`src/rtl/bitScanPkg.sv`:
```
package bitScanPkg;

	// ==============================
	// widths
	// ==============================

	// operand width seen by both requesters
	localparam int DataWidth = 64;

	// a count runs from 0 to DataWidth, so it needs one bit more than log2
	localparam int CountWidth = 7;

	// the leading-count core is built from byte-sized lookup tables
	localparam int ByteWidth = 8;

	// integer issue lane and floating-point normalizer
	localparam int PortCount = 2;
	localparam int PortTagWidth = $clog2(PortCount);

	// ==============================
	// operations and payloads
	// ==============================

	typedef enum logic [1:0] {
		opCountZeros = 2'd0,
		opCountOnes  = 2'd1,
		opNormalize  = 2'd2
	} scanOp_e;

	// request from a port, 66 bits
	typedef struct packed {
		scanOp_e              op;
		logic [DataWidth-1:0] operand;
	} scanReq_t;

	// response to a port, 72 bits
	// shifted is only filled in for normalize
	typedef struct packed {
		logic [CountWidth-1:0] count;
		logic                  allSame;
		logic [DataWidth-1:0]  shifted;
	} scanRsp_t;

	// one entry travelling through the engine
	// count and allSame are produced by stage 1
	typedef struct packed {
		logic [PortTagWidth-1:0] port;
		scanOp_e                 op;
		logic [DataWidth-1:0]    operand;
		logic [CountWidth-1:0]   count;
		logic                    allSame;
	} scanItem_t;

endpackage

```
`src/rtl/leadCount8.sv`:
```
`timescale 1ns/1ps

module leadCount8 import bitScanPkg::*; (
	input  logic [ByteWidth-1:0] in,
	output logic [3:0]           count
);

	// leading-zero count of one byte
	// every one of the 256 byte values falls into exactly one row, the
	// first set bit from the top decides the row
	always_comb begin
		casez (in)
			8'b1???????: count = 4'd0;
			8'b01??????: count = 4'd1;
			8'b001?????: count = 4'd2;
			8'b0001????: count = 4'd3;
			8'b00001???: count = 4'd4;
			8'b000001??: count = 4'd5;
			8'b0000001?: count = 4'd6;
			8'b00000001: count = 4'd7;
			// only the all-zero byte is left
			default:     count = 4'd8;
		endcase
	end

endmodule

```
`src/rtl/leadCountTree.sv`:
```
`timescale 1ns/1ps

module leadCountTree import bitScanPkg::*; #(
	parameter int Width = DataWidth
) (
	input  logic [Width-1:0]           in,
	output logic [$clog2(Width+1)-1:0] count
);

	localparam int Bytes = Width / ByteWidth;
	localparam int CountBits = $clog2(Width + 1);

	// per-byte leading-zero counts, index 0 is the least significant byte
	logic [3:0] byteCount [Bytes];

	// ==============================
	// byte lookup tables
	// ==============================

	for (genvar b = 0; b < Bytes; b++) begin : gByte
		leadCount8 byteCounter (
			.in    (in[b*ByteWidth +: ByteWidth]),
			.count (byteCount[b])
		);
	end

	// ==============================
	// priority combine
	// ==============================

	// bit 3 of a byte count is set only for an all-zero byte, so a clear
	// bit 3 marks a byte that ends the scan
	// the loop runs upward, so the highest such byte wins and every byte
	// above it is known to be zero
	always_comb begin
		count = CountBits'(Width);
		for (int b = 0; b < Bytes; b++) begin
			if (!byteCount[b][3]) begin
				count = CountBits'((Bytes - 1 - b) * ByteWidth) + CountBits'(byteCount[b]);
			end
		end
	end

endmodule

```
`src/rtl/scanArbiter.sv`:
```
`timescale 1ns/1ps

module scanArbiter import bitScanPkg::*; (
	input  logic                    clk,
	input  logic                    rst,

	// requester side
	input  logic [PortCount-1:0]    reqValid,
	input  scanReq_t                reqData [PortCount],
	output logic [PortCount-1:0]    reqReady,

	// response side
	output logic [PortCount-1:0]    rspValid,
	output scanRsp_t                rspData [PortCount],
	input  logic [PortCount-1:0]    rspReady,

	// toward the engine
	output logic                    inValid,
	output scanItem_t               inItem,
	input  logic                    inReady,

	// back from the engine
	input  logic                    outValid,
	input  logic [PortTagWidth-1:0] outPort,
	input  scanRsp_t                outRsp,
	output logic                    outReady
);

	// port that wins when both are asking
	logic [PortTagWidth-1:0] rrPtr;
	logic [PortTagWidth-1:0] grantPort;
	logic                    accept;

	// ==============================
	// request arbitration
	// ==============================

	// favored port first, otherwise the other one
	// with two ports the increment wraps to the other port
	always_comb begin
		if (reqValid[rrPtr]) begin
			grantPort = rrPtr;
		end else begin
			grantPort = rrPtr + 1'b1;
		end
	end

	assign inValid = |reqValid;
	assign accept = inValid && inReady;

	always_comb begin
		for (int p = 0; p < PortCount; p++) begin
			reqReady[p] = inValid && inReady && (grantPort == PortTagWidth'(p));
		end
	end

	// the granted request goes in with its port tag, the engine fills in
	// the count fields itself
	always_comb begin
		inItem = '0;
		inItem.port = grantPort;
		inItem.op = reqData[grantPort].op;
		inItem.operand = reqData[grantPort].operand;
	end

	// after every transfer the other port becomes the favored one
	always_ff @(posedge clk) begin
		if (rst) begin
			rrPtr <= '0;
		end else if (accept) begin
			rrPtr <= grantPort + 1'b1;
		end
	end

	// ==============================
	// response routing
	// ==============================

	// data is shared, only the valid of the tagged port rises
	always_comb begin
		for (int p = 0; p < PortCount; p++) begin
			rspValid[p] = outValid && (outPort == PortTagWidth'(p));
			rspData[p] = outRsp;
		end
	end

	assign outReady = rspReady[outPort];

endmodule

```
`src/rtl/leadCountPipe.sv`:
```
`timescale 1ns/1ps

module leadCountPipe import bitScanPkg::*; (
	input  logic                    clk,
	input  logic                    rst,

	input  logic                    inValid,
	input  scanItem_t               inItem,
	output logic                    inReady,

	output logic                    outValid,
	output logic [PortTagWidth-1:0] outPort,
	output scanRsp_t                outRsp,
	input  logic                    outReady
);

	logic [DataWidth-1:0]  conditioned;
	logic [CountWidth-1:0] leadCount;
	logic                  advance;

	// stage 1 holds the counted item, stage 2 the finished response
	logic                    s1Valid;
	scanItem_t               s1Item;
	logic                    s2Valid;
	logic [PortTagWidth-1:0] s2Port;
	scanRsp_t                s2Rsp;

	// the whole pipe freezes while the oldest response waits on its port
	assign advance = !(s2Valid && !outReady);
	assign inReady = advance;

	// ==============================
	// stage 1, condition and count
	// ==============================

	// leading ones are counted as leading zeros of the inverted operand
	assign conditioned = (inItem.op == opCountOnes) ? ~inItem.operand : inItem.operand;

	leadCountTree #(
		.Width (DataWidth)
	) counter (
		.in    (conditioned),
		.count (leadCount)
	);

	always_ff @(posedge clk) begin
		if (advance) begin
			s1Item.port <= inItem.port;
			s1Item.op <= inItem.op;
			s1Item.operand <= conditioned;
			s1Item.count <= leadCount;
			// a count of the full width means no bit ended the run
			s1Item.allSame <= (leadCount == CountWidth'(DataWidth));
		end
	end

	// ==============================
	// stage 2, shift and result
	// ==============================

	always_ff @(posedge clk) begin
		if (advance) begin
			s2Port <= s1Item.port;
			s2Rsp.count <= s1Item.count;
			s2Rsp.allSame <= s1Item.allSame;
			// normalize moves the leading one up to the top bit,
			// the count operations return an empty shifted field
			if (s1Item.op == opNormalize) begin
				s2Rsp.shifted <= s1Item.operand << s1Item.count;
			end else begin
				s2Rsp.shifted <= '0;
			end
		end
	end

	always_ff @(posedge clk) begin
		if (rst) begin
			s1Valid <= 1'b0;
			s2Valid <= 1'b0;
		end else if (advance) begin
			s1Valid <= inValid;
			s2Valid <= s1Valid;
		end
	end

	assign outValid = s2Valid;
	assign outPort = s2Port;
	assign outRsp = s2Rsp;

endmodule

```
`src/rtl/bitScanTop.sv`:
```
`timescale 1ns/1ps

module bitScanTop import bitScanPkg::*; (
	input  logic                 clk,
	input  logic                 rst,

	// one request/response pair per port
	input  logic [PortCount-1:0] reqValid,
	input  scanReq_t             reqData [PortCount],
	output logic [PortCount-1:0] reqReady,

	output logic [PortCount-1:0] rspValid,
	output scanRsp_t             rspData [PortCount],
	input  logic [PortCount-1:0] rspReady
);

	// arbiter to engine
	logic      inValid;
	scanItem_t inItem;
	logic      inReady;

	// engine back to arbiter
	logic                    outValid;
	logic [PortTagWidth-1:0] outPort;
	scanRsp_t                outRsp;
	logic                    outReady;

	scanArbiter arbiter (
		.clk      (clk),
		.rst      (rst),
		.reqValid (reqValid),
		.reqData  (reqData),
		.reqReady (reqReady),
		.rspValid (rspValid),
		.rspData  (rspData),
		.rspReady (rspReady),
		.inValid  (inValid),
		.inItem   (inItem),
		.inReady  (inReady),
		.outValid (outValid),
		.outPort  (outPort),
		.outRsp   (outRsp),
		.outReady (outReady)
	);

	leadCountPipe pipe (
		.clk      (clk),
		.rst      (rst),
		.inValid  (inValid),
		.inItem   (inItem),
		.inReady  (inReady),
		.outValid (outValid),
		.outPort  (outPort),
		.outRsp   (outRsp),
		.outReady (outReady)
	);

endmodule

```
`config.mk`:
```
export PLATFORM = sky130hd
export DESIGN_NAME = bitScanTop
export DESIGN_NICKNAME = d
export VERILOG_FILES = /design/src/rtl/bitScanPkg.sv /design/src/rtl/leadCount8.sv /design/src/rtl/leadCountTree.sv /design/src/rtl/scanArbiter.sv /design/src/rtl/leadCountPipe.sv /design/src/rtl/bitScanTop.sv
export SDC_FILE = /design/constraint.sdc
export NUM_CORES = 1
export LEC_CHECK = 0
export ABC_AREA = 1
export BUFFER_PORTS_ARGS = -buffer_cell sky130_fd_sc_hd__buf_2
export CAP_MARGIN = 20
export CORE_MARGIN = 4
export CORE_UTILIZATION = 51
export CTS_CLUSTER_DIAMETER = 30
export CTS_CLUSTER_SIZE = 12
export DETAILED_ROUTE_END_ITERATION = 10
export PLACE_DENSITY = 0.84
export SETUP_SLACK_MARGIN = 0.15
export SYNTH_ARGS = -nofsm -noshare
export SYNTH_HDL_FRONTEND = slang
export SYNTH_HIERARCHICAL = 1
export SYNTH_SLANG_ARGS = --single-unit
```
`constraint.sdc`:
```
create_clock -name clk -period 5.2 [get_ports clk]
set_input_delay 0.52 -clock clk [delete_from_list [all_inputs] [get_ports clk]]
set_output_delay 0.52 -clock clk [all_outputs]
set_load 0.05 [all_outputs]
```
==> impl_metrics.json <==
{
  "maxCapViolations": 0,
  "nets": 2027,
  "place_ws_ns": 0.839,
  "synth_nets": 1952,
  "syn-instance-count": 1814,
  "setup_viol": 0,
  "core-area_um2": 24500,
  "avgSynthCellArea_um2": 7.08,
  "dr_total_vias": 12057,
  "power.density_nw_per_um2": 571,
  "drc": 0,
  "grt.overflow.total": 0,
  "max_freq_mhz": 244,
  "final_hold_viol_count": 0,
  "grt_max_degree": 69,
  "clkLatencyLatePin_ns": 0.43,
  "cts_inserted_buffers": 17,
  "start_util_pct": 52.3,
  "status": "completed",
  "worstPathRequired_ns": 5.49,
  "dr_wl_met3_mm": 3.13,
  "rsz0062_at_grt": "false",
  "period_share_pct": 78.8,
  "dp_hpwl_mm": 26.4,
  "cp_common_cell": "nand2_1",
  "gr-usage-all-layers_pct": 23.7,
  "holdBufCountCts": 0,
  "cp_slowest_cell": "xnor2_1",
  "fill_cells": 2313,
  "h-tree-depth": 4,
  "grt_pass1_vias": 10496,
  "fin_util_pct": 56.0,
  "crit_chain": "inv_1 > nand2_1 > nand2_2 > inv_2 > nand2_1 > nand2_1 > nand2_4 > xnor2_1 > inv_1 > nand2_2 > nor2_2 > nand2_2 > nand4_1 > inv_1 > nand3_1 > nand2_1 > nand2_1 > nand2_1 > nand2_1 > nand2_1 > nand2_1 > nor4_1 > and3_1",
  "die_area_um2": 27800,
  "crit_end": "pipe/s1Item[0]",
  "clock-sinks": 151,
  "antenna_found_initial": 0,
  "clkTransAtPathRegs_ns": 0.07,
  "place_congestion": 0.977,
  "wl_met2_mm": 15.6,
  "diodes": 0,
  "fin_ws_ns": 1.10,
  "fin_area_um2": 13700,
  "path_max_fanout": 64,
  "drt_iter0_drc": 1492,
  "final_common_cell": "nand2_1",
  "critPathMaxStageDelay_ns": 0.56,
  "finalSetupTns_ns": 0,
  "slew_headroom_pct": 26.9,
  "min_path_type": "in2reg",
  "placed_cell_area_um2": 13100,
  "num_rows": 57,
  "timing.hold.ws_ns": 0.283,
  "totalWireLength_mm": 34.6,
  "final_cell_mix": "nand2_1, nand3_1, buf_2, edfxtp_1, inv_1",
  "worstSetupStartpointType": "register",
  "cts_resized": 0,
  "cts_root_buf": "clkbuf_16",
  "grt_pass1_wl_mm": 53.9,
  "critPathKind": "reg2reg",
  "avgViaCountPerCell": 5.42,
  "cp.arrival_ns": 4.39,
  "finClkSkew_ns": 0.0118,
  "slew_violations": 0,
  "port_buffers": 285,
  "post_cts_buffers": 0,
  "layout-drive-gt1-share_pct": 22.6,
  "io_pins": 286,
  "r2r_end": "pipe/s1Item[0]",
  "syn2layout_area_growth_pct": 6.94,
  "tightest_slew_ns": 1.10,
  "top_layer_used": "met4",
  "cts_tree": "built",
  "r2r_slack_ns": 1.10,
  "reg2reg_from": "arbiter/rrPtr",
  "met1_length_mm": 15.2,
  "dr.pass1.iters": 5,
  "clockBufferDepth": 2,
  "worstSetupEndpointType": "register",
  "min_period_ns": 4.10,
  "p_leak_nw": 7.00,
  "die_w_um": 167,
  "worstRegToRegCells": 23,
  "antenna_left": 0,
  "vdd_drop_max_mv": 0.321,
  "crit_start": "arbiter/rrPtr",
  "die_y_um": 167,
  "synth.cell_area_um2": 12800,
  "yosysWarnings": 6,
  "wl_per_cell_um": 15.5
}
through the flow:
| stage | cells | total power, mW |
|---|---|---|
| floorplan | 1814 | 5.92 |
| global placement | 2193 | 6.46 |
| detailed placement | 2193 | 6.51 |
| CTS | 2225 | 7.78 |
| global route | 2226 | 8.35 |
| finish | 2226 | 7.84 |
metal layers:
layer,GRT usage [%],up-vias
met5,0,-
met1,33.9,5375
met4,7.08,0
met3,3.44,55
met2,37.5,657
li1,-,5970
worst min path at each step:
stage | start | to | slack, ns | cells past startpoint
finish | rst | pipe/outValid | 0.28 | 2
detailed placement | pipe/s1Item[74] | pipe/outPort | 0.41 | 0
global placement | pipe/s1Item[74] | pipe/outPort | 0.40 | 0
CTS | rst | pipe/outValid | 0.26 | 2
floorplan | pipe/s1Item[74] | pipe/outPort | 0.40 | 0
global route | rst | pipe/outValid | 0.30 | 2
registers in the layout, summed over array words and instances (netlist names):
signal	flops
arbiter/rrPtr	1
pipe/outPort	1
pipe/outRsp	72
pipe/outValid	1
pipe/s1Item	75
pipe/s1Valid	1
layout make-up:
cell class | count | area, um2 | area share, %
clock buffer | 18 | 429 | 3.13
clock inverter | 14 | 166 | 1.21
inverter | 92 | 349 | 2.54
multi-input combinational | 1328 | 6330 | 46.1
sequential | 151 | 4500 | 32.8
tap | 324 | 405 | 2.95
timing repair buffer | 299 | 1540 | 11.2
power by group:
group          internal (mW)  switching, mW  total [mW]
logic                   1.19           3.47        4.65
clock network          0.722          0.536        1.26
registers               1.74          0.188        1.93
total                   3.65           4.19        7.84
worst max-delay path, delay by kind of cell (launching register included):
family / cells / cell delay [ns]
xor gates and xnor gates: 1 / 0.56
buffers and inverters: 4 / 0.67
DFF: 1 / 0.33
and+or+nand+nor: 18 / 2.34
(Power assumes the default switching activity.)
